## src/source/pixel_pkg.sv

```systemverilog
package pixel_pkg;

    typedef logic [3:0] color_idx_t;

    // Smaller is nearer
    typedef logic [11:0] depth_t;

    typedef logic [3:0] channel_t;

    // Red in the top bits, then green, then blue
    typedef logic [11:0] rgb_t;

    localparam depth_t     DEPTH_CLEAR = '1;
    localparam color_idx_t COLOR_CLEAR = '0;

    // Fixed palette derived from the index bits
    function automatic rgb_t palette_lookup(input color_idx_t idx);
        channel_t red;
        channel_t green;
        channel_t blue;
        red  = channel_t'(idx);
        blue = channel_t'(~idx);
        for (int i = 0; i < $bits(channel_t); i++) begin
            green[i] = idx[$bits(color_idx_t) - 1 - i];
        end
        return {red, green, blue};
    endfunction

endpackage

```

## src/source/display_pkg.sv

```systemverilog
package display_pkg;

    // Horizontal timing, in pixels
    localparam int unsigned H_ACTIVE = 64;
    localparam int unsigned H_FRONT  = 4;
    localparam int unsigned H_SYNC   = 8;
    localparam int unsigned H_BACK   = 4;
    localparam int unsigned H_TOTAL  = H_ACTIVE + H_FRONT + H_SYNC + H_BACK;

    localparam int unsigned H_SYNC_START = H_ACTIVE + H_FRONT;
    localparam int unsigned H_SYNC_END   = H_SYNC_START + H_SYNC;

    // Vertical timing, in lines
    localparam int unsigned V_ACTIVE = 48;
    localparam int unsigned V_FRONT  = 2;
    localparam int unsigned V_SYNC   = 3;
    localparam int unsigned V_BACK   = 3;
    localparam int unsigned V_TOTAL  = V_ACTIVE + V_FRONT + V_SYNC + V_BACK;

    localparam int unsigned V_SYNC_START = V_ACTIVE + V_FRONT;
    localparam int unsigned V_SYNC_END   = V_SYNC_START + V_SYNC;

    // Each buffer pixel covers a 4x4 block on screen
    localparam int unsigned SCALE_SHIFT = 2;

    localparam int unsigned FB_WIDTH  = H_ACTIVE >> SCALE_SHIFT;
    localparam int unsigned FB_HEIGHT = V_ACTIVE >> SCALE_SHIFT;
    localparam int unsigned FB_DEPTH  = FB_WIDTH * FB_HEIGHT;

    // Screen coordinate, wide enough for the totals
    typedef logic [6:0] coord_t;

    // Buffer address, row * FB_WIDTH + column
    typedef logic [7:0] pix_addr_t;

endpackage
```

## src/source/pixel_write_if.sv

```systemverilog
`timescale 1ns/100ps

interface pixel_write_if;
    import display_pkg::*;
    import pixel_pkg::*;

    logic       wr_en;
    pix_addr_t  wr_addr;
    color_idx_t wr_color;
    // High for the whole sweep, wr_addr then walks the buffer
    logic       clear_en;

    modport producer (
        output wr_en, wr_addr, wr_color, clear_en
    );

    modport consumer (
        input wr_en, wr_addr, wr_color, clear_en
    );

endinterface

```

## src/source/display_top.sv

```systemverilog
`timescale 1ns/100ps

module display_top (
    input  logic                   clk,
    input  logic                   i_rst_n,
    input  logic                   i_clear,
    input  logic                   i_pix_valid,
    input  display_pkg::pix_addr_t i_pix_addr,
    input  pixel_pkg::color_idx_t  i_pix_color,
    input  pixel_pkg::depth_t      i_pix_depth,
    output logic                   o_ready,
    output pixel_pkg::channel_t    o_red,
    output pixel_pkg::channel_t    o_green,
    output pixel_pkg::channel_t    o_blue,
    output logic                   o_hsync,
    output logic                   o_vsync,
    output logic                   o_de
);
    import display_pkg::*;
    import pixel_pkg::*;

    coord_t     raster_x;
    coord_t     raster_y;
    logic       raster_de;
    logic       raster_hsync;
    logic       raster_vsync;
    pix_addr_t  rd_addr;
    color_idx_t rd_data;

    pixel_write_if pix_wr ();

    raster_timing raster_timing_inst (
        .clk     (clk),
        .i_rst_n (i_rst_n),
        .o_x     (raster_x),
        .o_y     (raster_y),
        .o_de    (raster_de),
        .o_hsync (raster_hsync),
        .o_vsync (raster_vsync)
    );

    depth_test depth_test_inst (
        .clk         (clk),
        .i_rst_n     (i_rst_n),
        .i_clear     (i_clear),
        .i_pix_valid (i_pix_valid),
        .i_pix_addr  (i_pix_addr),
        .i_pix_color (i_pix_color),
        .i_pix_depth (i_pix_depth),
        .o_ready     (o_ready),
        .fb          (pix_wr.producer)
    );

    frame_buffer frame_buffer_inst (
        .clk       (clk),
        .fb        (pix_wr.consumer),
        .i_rd_addr (rd_addr),
        .o_rd_data (rd_data)
    );

    scan_out scan_out_inst (
        .clk       (clk),
        .i_rst_n   (i_rst_n),
        .i_x       (raster_x),
        .i_y       (raster_y),
        .i_de      (raster_de),
        .i_hsync   (raster_hsync),
        .i_vsync   (raster_vsync),
        .o_rd_addr (rd_addr),
        .i_rd_data (rd_data),
        .o_red     (o_red),
        .o_green   (o_green),
        .o_blue    (o_blue),
        .o_de      (o_de),
        .o_hsync   (o_hsync),
        .o_vsync   (o_vsync)
    );

endmodule

```

## src/source/scan_out.sv

```systemverilog
`timescale 1ns/100ps

module scan_out (
    input  logic                   clk,
    input  logic                   i_rst_n,
    input  display_pkg::coord_t    i_x,
    input  display_pkg::coord_t    i_y,
    input  logic                   i_de,
    input  logic                   i_hsync,
    input  logic                   i_vsync,
    output display_pkg::pix_addr_t o_rd_addr,
    input  pixel_pkg::color_idx_t  i_rd_data,
    output pixel_pkg::channel_t    o_red,
    output pixel_pkg::channel_t    o_green,
    output pixel_pkg::channel_t    o_blue,
    output logic                   o_de,
    output logic                   o_hsync,
    output logic                   o_vsync
);
    import display_pkg::*;
    import pixel_pkg::*;

    coord_t fb_col;
    coord_t fb_row;
    logic   de_q;
    logic   hsync_q;
    logic   vsync_q;

    // Scale factor is a power of two, so the low bits are dropped
    assign fb_col = i_x >> SCALE_SHIFT;
    assign fb_row = i_y >> SCALE_SHIFT;

    // Blanking reads stay inside the buffer
    assign o_rd_addr = i_de ? pix_addr_t'(fb_row * FB_WIDTH + fb_col) : '0;

    // Stage 1 lines up with the frame buffer read
    always_ff @(posedge clk or negedge i_rst_n) begin
        if (!i_rst_n) begin
            de_q    <= 1'b0;
            hsync_q <= 1'b1;
            vsync_q <= 1'b1;
        end else begin
            de_q    <= i_de;
            hsync_q <= i_hsync;
            vsync_q <= i_vsync;
        end
    end

    // Stage 2 registers the palette colour
    always_ff @(posedge clk or negedge i_rst_n) begin
        if (!i_rst_n) begin
            o_de                     <= 1'b0;
            o_hsync                  <= 1'b1;
            o_vsync                  <= 1'b1;
            {o_red, o_green, o_blue} <= '0;
        end else begin
            o_de                     <= de_q;
            o_hsync                  <= hsync_q;
            o_vsync                  <= vsync_q;
            {o_red, o_green, o_blue} <= de_q ? palette_lookup(i_rd_data) : rgb_t'(0);
        end
    end

endmodule

```

## src/source/frame_buffer.sv

```systemverilog
`timescale 1ns/100ps

module frame_buffer (
    input  logic                   clk,
    pixel_write_if.consumer        fb,
    input  display_pkg::pix_addr_t i_rd_addr,
    output pixel_pkg::color_idx_t  o_rd_data
);
    import display_pkg::*;
    import pixel_pkg::*;

    color_idx_t color_mem [FB_DEPTH];
    color_idx_t wr_data;
    logic       wr_active;

    // Sweep takes priority over pixel writes
    assign wr_data   = fb.clear_en ? COLOR_CLEAR : fb.wr_color;
    assign wr_active = fb.clear_en || fb.wr_en;

    always_ff @(posedge clk) begin
        if (wr_active) begin
            color_mem[fb.wr_addr] <= wr_data;
        end
    end

    // Registered read port, block RAM style
    always_ff @(posedge clk) begin
        o_rd_data <= color_mem[i_rd_addr];
    end

endmodule

```

## src/source/depth_test.sv

```systemverilog
`timescale 1ns/100ps

module depth_test (
    input  logic                   clk,
    input  logic                   i_rst_n,
    input  logic                   i_clear,
    input  logic                   i_pix_valid,
    input  display_pkg::pix_addr_t i_pix_addr,
    input  pixel_pkg::color_idx_t  i_pix_color,
    input  pixel_pkg::depth_t      i_pix_depth,
    output logic                   o_ready,
    pixel_write_if.producer        fb
);
    import display_pkg::*;
    import pixel_pkg::*;

    depth_t     depth_mem [FB_DEPTH];
    depth_t     stored_depth;
    depth_t     cmp_depth;
    logic       pix_valid_q;
    pix_addr_t  pix_addr_q;
    color_idx_t pix_color_q;
    depth_t     pix_depth_q;
    logic       pix_write;
    logic       last_wr_valid;
    pix_addr_t  last_wr_addr;
    depth_t     last_wr_depth;
    logic       clearing;
    pix_addr_t  sweep_addr;

    // stored_depth was read on the same edge as the previous write
    assign cmp_depth = (last_wr_valid && (last_wr_addr == pix_addr_q)) ?
                       last_wr_depth : stored_depth;

    assign pix_write = pix_valid_q && (pix_depth_q < cmp_depth);
    assign o_ready   = !clearing;

    assign fb.wr_en    = pix_write;
    assign fb.clear_en = clearing;
    assign fb.wr_addr  = clearing ? sweep_addr : pix_addr_q;
    assign fb.wr_color = pix_color_q;

    always_ff @(posedge clk) begin
        if (clearing) begin
            depth_mem[sweep_addr] <= DEPTH_CLEAR;
        end else if (pix_write) begin
            depth_mem[pix_addr_q] <= pix_depth_q;
        end
        stored_depth  <= depth_mem[i_pix_addr];
        pix_addr_q    <= i_pix_addr;
        pix_color_q   <= i_pix_color;
        pix_depth_q   <= i_pix_depth;
        last_wr_addr  <= pix_addr_q;
        last_wr_depth <= pix_depth_q;
    end

    always_ff @(posedge clk or negedge i_rst_n) begin
        if (!i_rst_n) begin
            pix_valid_q   <= 1'b0;
            last_wr_valid <= 1'b0;
            clearing      <= 1'b1;
            sweep_addr    <= '0;
        end else begin
            // Pixels arriving with a clear pulse are dropped too
            pix_valid_q   <= i_pix_valid && o_ready && !i_clear;
            last_wr_valid <= pix_write;
            if (i_clear) begin
                clearing   <= 1'b1;
                sweep_addr <= '0;
            end else if (clearing) begin
                if (sweep_addr == pix_addr_t'(FB_DEPTH - 1)) begin
                    clearing   <= 1'b0;
                    sweep_addr <= '0;
                end else begin
                    sweep_addr <= sweep_addr + 1'b1;
                end
            end
        end
    end

    a_no_write_during_clear: assert property (
        @(posedge clk) disable iff (!i_rst_n)
        !(fb.wr_en && fb.clear_en)
    ) else $error("pixel write collides with clear sweep");

endmodule

```

## src/source/raster_timing.sv

```systemverilog
`timescale 1ns/100ps

module raster_timing (
    input  logic                clk,
    input  logic                i_rst_n,
    output display_pkg::coord_t o_x,
    output display_pkg::coord_t o_y,
    output logic                o_de,
    output logic                o_hsync,
    output logic                o_vsync
);
    import display_pkg::*;

    coord_t h_cnt;
    coord_t v_cnt;
    logic   line_end;

    assign line_end = (h_cnt == coord_t'(H_TOTAL - 1));

    always_ff @(posedge clk or negedge i_rst_n) begin
        if (!i_rst_n) begin
            h_cnt <= '0;
            v_cnt <= '0;
        end else begin
            if (line_end) begin
                h_cnt <= '0;
                if (v_cnt == coord_t'(V_TOTAL - 1)) begin
                    v_cnt <= '0;
                end else begin
                    v_cnt <= v_cnt + 1'b1;
                end
            end else begin
                h_cnt <= h_cnt + 1'b1;
            end
        end
    end

    assign o_x = h_cnt;
    assign o_y = v_cnt;

    assign o_de = (h_cnt < H_ACTIVE) && (v_cnt < V_ACTIVE);

    // Active low syncs
    assign o_hsync = !((h_cnt >= H_SYNC_START) && (h_cnt < H_SYNC_END));
    assign o_vsync = !((v_cnt >= V_SYNC_START) && (v_cnt < V_SYNC_END));

    a_counters_in_range: assert property (
        @(posedge clk) disable iff (!i_rst_n)
        (h_cnt < H_TOTAL) && (v_cnt < V_TOTAL)
    ) else $error("raster counters out of range h=%0d v=%0d", h_cnt, v_cnt);

endmodule

```

## config.mk

```make
export PLATFORM = sky130hd
export DESIGN_NAME = display_top
export DESIGN_NICKNAME = d
export VERILOG_FILES = /design/src/source/pixel_pkg.sv /design/src/source/display_pkg.sv /design/src/source/pixel_write_if.sv /design/src/source/display_top.sv /design/src/source/scan_out.sv /design/src/source/frame_buffer.sv /design/src/source/depth_test.sv /design/src/source/raster_timing.sv
export SDC_FILE = /design/constraint.sdc
export NUM_CORES = 2
export LEC_CHECK = 0
export BUFFER_PORTS_ARGS = -buffer_cell sky130_fd_sc_hd__buf_2
export CORE_ASPECT_RATIO = 1.4
export CORE_MARGIN = 3
export CORE_UTILIZATION = 35
export CTS_CLUSTER_SIZE = 16
export DETAILED_ROUTE_END_ITERATION = 10
export PLACE_DENSITY_LB_ADDON = 0.12
export SYNTH_ARGS = -nofsm -noshare
export SYNTH_HDL_FRONTEND = slang
export SYNTH_HIERARCHICAL = 1
export SYNTH_SLANG_ARGS = --single-unit
```

## constraint.sdc

```tcl
create_clock -name clk -period 8.9 [get_ports clk]
set_clock_uncertainty 0.1 [all_clocks]
set_input_delay 0.445 -clock clk [delete_from_list [all_inputs] [get_ports clk]]
set_output_delay 0.445 -clock clk [all_outputs]
set_load 0.05 [all_outputs]
```

# Word level (Yosys, flattened, before mapping)
# Memory sizes are Yosys's and may differ from the RTL's. A register that Yosys moved wholly into a read port is not among the register bits.
# Index checks and enable logic that the tools add are counted.
[word_totals]
ff_bits = 87
ramBits = 3072
output_inout_bits = 16
word_cells = 75
mem_count = 2
[memory_table]
columns = ["memory", "depth", "word_bits", "rd", "rd_ports_with_merged_regs", "wr", "line", "source"]
rows = [
  ["depth_test_inst.depth_mem", 192, 12, 1, 1, 1, "depth_test.sv:17", "depth_t depth_mem [FB_DEPTH];"],
  ["frame_buffer_inst.color_mem", 192, 4, 1, 1, 1, "frame_buffer.sv:12", "color_idx_t color_mem [FB_DEPTH];"],
]
[op_classes]
add_sub_neg = 4
magnitude_cmp = 7
eq_ne = 4
n_mux = 23
n_bitwise = 1
reduce_logical = 14
[op_table]
columns = ["operator", "count"]
rows = [
  ["8-bit two-way mux", 6],
  ["12-bit two-way mux", 3],
  ["7-bit by 1-bit adder with 7-bit output, second input constant", 2],
  ["7-bit by 6-bit < comparator with 1-bit output, second input constant", 2],
  ["7-bit < comparator, second input constant", 2],
  ["7-bit two-way mux", 2],
  ["12-bit < comparator", 1],
  ["12-bit OR reduction", 1],
  ["1-bit two-way mux", 11],
  ["8-bit by 1-bit adder with 8-bit output, second input constant", 1],
  ["8-bit by 5-bit adder with 8-bit output", 1],
  ["8-bit equality test", 1],
  ["8-bit equality test, second input constant", 1],
  ["7-bit by 6-bit equality test with 1-bit output, second input constant", 1],
  ["7-bit equality test, second input constant", 1],
  ["7-bit by 6-bit greater-or-equal comparator with 1-bit output, second input constant", 1],
  ["7-bit greater-or-equal comparator, second input constant", 1],
  ["1-bit logical AND", 7],
  ["1-bit logical NOT", 4],
  ["4-bit two-way mux", 1],
  ["4-bit inverter", 1],
  ["2-bit nonzero test", 1],
  ["1-bit logical OR", 1],
]

# Depth between registers and ports, before layout
[logic_depth]
word_depth = 10
ltp_mapped = 18
depth_no_buf = 14

# Cells and area by module
# The synthesis kept the hierarchy.
[by_module_without_submodules]
columns = ["module", "instances", "cells_each", "area_per_inst_um2", "seq_area_each_um2"]
rows = [
  ["depth_test", 1, 4601, 92836.5, 70583.9],
  ["frame_buffer", 1, 1634, 30925.9, 23142.2],
  ["raster_timing", 1, 72, 770.7, 350.3],
  ["scan_out", 1, 40, 546.8, 355.3],
]

# Worst setup path after synthesis
# No wires, ideal clock.
[synth_timing]
path_type = "register to register"
start = "register depth_test_inst.clearing, in the netlist depth_test_inst/fb.clear_en"
end = "memory frame_buffer_inst/color_mem[0][0] in the netlist's numbering, data pin"
setup_ps = 1148
t_arrival_ps = 5124
required_ps = 7652
path_slack_ps = 2528
stages_incl_launch_ff = 2
path_buffers = 0
period_less_slack_ps = 6372
path_cell_list = "dfstp_2 -> nor2b_1"
[synth_via]
elab_chain_cells = 1
[synth_rtl]
columns = ["element", "line", "source"]
rows = [
  ["from (decl)", "depth_test.sv:28", "logic clearing;"],
  ["from (signal assigned)", "depth_test.sv:61", "clearing <= 1'b1;"],
  ["from (signal assigned)", "depth_test.sv:68", "clearing <= 1'b1;"],
  ["from (signal assigned)", "depth_test.sv:72", "clearing <= 1'b0;"],
  ["4-bit two-way mux", "frame_buffer.sv:17", "assign wr_data = fb.clear_en ? COLOR_CLEAR : fb.wr_color;"],
  ["net frame_buffer_inst.wr_data[0]", "frame_buffer.sv:13", "color_idx_t wr_data;"],
  ["to (decl)", "frame_buffer.sv:12", ""],
]
# The timed path passes the listed nets, and every way through them passes these cells.

# Worst setup path in the final report
[layout_timing]
start = "register depth_test_inst.pix_addr_q[7]"
end = "memory frame_buffer_inst/color_mem[125][3] in the netlist's numbering, enable pin"
[layout_via]
elab_chain_cells = 8
word_cells_on_any_way = 9
cone_classes = "order compare (1); eq/ne (1); mux (4); reduce/logical (3)"
[layout_rtl]
columns = ["element", "line", "source"]
rows = [
  ["from (decl)", "depth_test.sv:21", "pix_addr_t pix_addr_q;"],
  ["from (signal assigned)", "depth_test.sv:50", "pix_addr_q <= i_pix_addr;"],
  ["8-bit equality test", "depth_test.sv:32", "assign cmp_depth = (last_wr_valid && (last_wr_addr == pix_addr_q)) ?"],
  ["1-bit logical AND", "depth_test.sv:32", ""],
  ["12-bit two-way mux", "depth_test.sv:32", ""],
  ["12-bit < comparator", "depth_test.sv:35", "assign pix_write = pix_valid_q && (pix_depth_q < cmp_depth);"],
  ["1-bit logical AND", "depth_test.sv:35", ""],
  ["net pix_wr.wr_en", "pixel_write_if.sv:7", "logic wr_en;"],
  ["1-bit logical OR", "frame_buffer.sv:18", "assign wr_active = fb.clear_en || fb.wr_en;"],
  ["1-bit two-way mux", "frame_buffer.sv:21", "if (wr_active) begin"],
  ["1-bit two-way mux (not written as such)", "frame_buffer.sv:22", "color_mem[fb.wr_addr] <= wr_data;"],
]
# The timed path passes the listed nets, and every way through them passes these cells.

==> results.sh <==
export IMPL_hold_path_class="input port to async pin"
export IMPL_wl_mm=385
export IMPL_core_sq_um=355000
export IMPL_place_area_sq_um=132000
export IMPL_status="completed"
export IMPL_nNetsFinal=6714
export IMPL_ys_seq_area_frac=0.755
export IMPL_arrival_ns=6.23
export IMPL_critPathKind="flop to flop"
export IMPL_hold_violations=0
export IMPL_antenna_found_initial=16
export IMPL_drt_first_pass_iters=5
export IMPL_leakagePower_nw=48.1
export IMPL_synth_top_family_by_area="multiplexers"
export IMPL_async_flop_share=0.0123
export IMPL_grt_pass1_vias=66341
export IMPL_peakVddDrop_uv=152
export IMPL_synth_area_mux_share=0.141
export IMPL_rows=259
export IMPL_cts_sinks=3171
export IMPL_netlist_instances=6347
export IMPL_ant_nets=0
export IMPL_syn_nets=6391
export IMPL_synthSimpleGateAreaFrac=0.0315
export IMPL_worstSetupStartpointType="flop"
export IMPL_io_buffers=43
export IMPL_cp_required_ns=9.28
export IMPL_setup_viol=0
export IMPL_ys_flop_type="edfxtp_1"
export IMPL_wl_per_cell_um=33.2
export IMPL_syn_area_per_cell_sq_um=19.7
export IMPL_insertion_delay_ns=0.91
export IMPL_netlist_area_sq_um=125000
export IMPL_io_pins=44
export IMPL_synth_edf_count=3072
export IMPL_cts_resized=0
export IMPL_tritoncts="built"
export IMPL_grt_max_degree=193
export IMPL_end_kind="flop"
export IMPL_synth_cell_type_count=84
export IMPL_gp_congestion=0.835
export IMPL_powerDensity_nw_per_um2=214
export IMPL_die_w_um=511
export IMPL_htreeDepth=5
export IMPL_fin_crit_sh=0.657
export IMPL_synth_compound_area_share=0.0500
export IMPL_tightest_slew_ns=1.42
export IMPL_finalCriticalPeriod_ns=5.85
export IMPL_ff2ff_setup_slack_ns=3.05
export IMPL_synth_seq_cells=3171
export IMPL_clk_pin_slew_ns=0.06
export IMPL_synth_fa_ha_area_frac=0.00160
export IMPL_area_growth_pct=13.6
export IMPL_vias_per_cell=5.52
export IMPL_yosysWarningCount=6
export IMPL_cts_buffers=325
export IMPL_max_slew_margin_rel=0.0405
export IMPL_clk_path_buf_depth=4
export IMPL_grt_overflow=0
export IMPL_slew_violations=0
export IMPL_start_util=0.352
export IMPL_grt_pass1_wl_mm=535
export IMPL_grtUsageTotal=0.207
export IMPL_drt_iter0_drc=5555
export IMPL_synth_xor_area_frac=0.00126
export IMPL_finalInstanceArea_sq_um=142000
export IMPL_cp_max_fo=19
export IMPL_vias=64122
export IMPL_finalSetupTns_ns=0
export IMPL_place_hpwl_mm=245
export IMPL_fp_dieH_um=713
export IMPL_drive_gt1_frac=0.221
export IMPL_max_freq_ghz=0.171
export IMPL_cts_root_buf="clkbuf_16"
export IMPL_max_cap_violations=0
export IMPL_dieArea_sq_um=365000
export IMPL_remaining_drc_errors=0
export IMPL_rsz0062_at_grt="false"
-- layer usage --
metal  part of all wire  track usage  vias up  routed length (um)
li1                   -            -    27069                   -
met1               0.38        0.245    34677              146000
met2               0.54        0.385     1824              208000
met3              0.043       0.0268      548               16700
met4              0.039       0.0729        4               14900
met5           0.000075            0        -                  29
-- path summary, 6_finish.rpt --
kind                                                     from                             endpoint  cells past startpoint
worst max-delay path            depth_test_inst/pix_addr_q[7]  frame_buffer_inst/color_mem[125][3]                     14
worst min-delay path                                  i_rst_n          depth_test_inst/pix_valid_q                      2
worst max register to register  depth_test_inst/pix_addr_q[7]  frame_buffer_inst/color_mem[125][3]                     14
worst min register to register          scan_out_inst/hsync_q                scan_out_inst/o_hsync                      0
max in group asynchronous                             i_rst_n                   scan_out_inst/de_q                      2
min in group clk                               i_pix_color[2]       depth_test_inst/fb.wr_color[2]                      2
-- stage by stage --
step | std cells | hold slack, ns | power, mW | worst slack [ns] | utilization
after global placement | 11015 | 0.250 | 17.3 | 3.09 | 0.370
after floorplan | 6347 | 0.0494 | 16.9 | 2.53 | -
after global routing | 11612 | 0.0675 | 31.3 | 2.68 | 0.400
after CTS | 11611 | 0.0164 | 30.8 | 2.99 | 0.400
after detailed placement | 11017 | 0.248 | 17.3 | 3.06 | 0.370
final | 11615 | 0.0743 | 30.4 | 3.05 | 0.400
-- layout by cell type (no fill, tap or decap), types with 57 or more instances in the layout --
| master | instances |
|---|---|
| nor2_1 | 298 |
| a221oi_1 | 90 |
| clkinv_2 | 57 |
| a21oi_1 | 178 |
| nand2_1 | 124 |
| buf_4 | 299 |
| clkbuf_16 | 331 |
| mux4_2 | 564 |
| clkinv_1 | 58 |
| a22oi_1 | 147 |
| edfxtp_1 | 3072 |
| o21ai_0 | 134 |
| dfxtp_1 | 60 |
| mux2i_1 | 424 |
| a211oi_1 | 103 |
| clkbuf_1 | 66 |
| o22ai_1 | 128 |
-- sequential cells by signal (all words and copies together) (netlist names), 3 cells and up --
register / count
frame_buffer_inst/o_rd_data: 4
depth_test_inst/pix_depth_q: 12
scan_out_inst/o_red: 3
scan_out_inst/o_blue: 4
depth_test_inst/sweep_addr: 8
depth_test_inst/last_wr_depth: 12
depth_test_inst/depth_mem: 2304
depth_test_inst/stored_depth: 12
frame_buffer_inst/color_mem: 768
depth_test_inst/fb.wr_color: 4
depth_test_inst/last_wr_addr: 8
depth_test_inst/pix_addr_q: 8
raster_timing_inst/o_x: 7
raster_timing_inst/o_y: 7
-- cells in the mapped netlist (27+ instances only) --
master    instances  area [sq um]
a211oi_1        103           773
a21oi_1         194           971
a221oi_1         90           788
a22oi_1         147          1100
buf_2            62           310
buf_4            56           420
buf_6            66           743
clkbuf_1        169           634
dfrtp_1          34           851
dfxtp_1          60          1200
edfxtp_1       3072         92200
mux2_2           38           428
mux2i_1         424          4240
mux4_2          564         12700
nand2_1         124           465
nand3_1          49           245
nand4_1          27           169
nor2_1          300          1130
nor2b_1          48           300
o21ai_0         138           691
o22ai_1         128           801
or4_4            29           327
-- final cells by class --
cell class	instances	area (sq um)
multi-input combinational	2779	28500
sequential	3171	94400
antenna	4	10.0
fill	31903	213000
tap	4698	5880
clock inverter	169	1600
timing repair buffer	384	3110
inverter	9	33.8
clock buffer	401	8590
-- kinds of logic after synthesis --
logic type                 Yosys count
AOI/OAI and AO/OA                  943
xor gates and xnor gates            18
adders and majority gates           16
buffers and inverters              397
DFF                               3171
muxes                             1038
and+or+nand+nor                    764
-- what timing repair did --
action,in CTS,in global routing
setup buffers,0,0
hold endpoints to repair,66,0
hold buffers,24,0
-- power by group --
| group | switching (mW) | internal, mW |
|---|---|---|
| combinational | 0.606 | 0.240 |
| sequential | 0.0194 | 16.2 |
| clock | 5.72 | 7.64 |
-- worst max-delay path: stages, from the launching register on --
cell and delay (ns):
dfxtp_1 0.47, xnor2_1 0.19, nand3_1 0.12, nor3_2 0.21
buf_4 0.26, mux2i_1 0.23, ha_1 0.26, a41oi_1 0.19
o21ai_1 0.11, a221oi_2 0.43, and2_1 0.46, and2_1 0.39
or2_2 0.41, nand4_1 0.93, nor2_1 0.66
No activity file was read; power rests on OpenSTA's default activity.
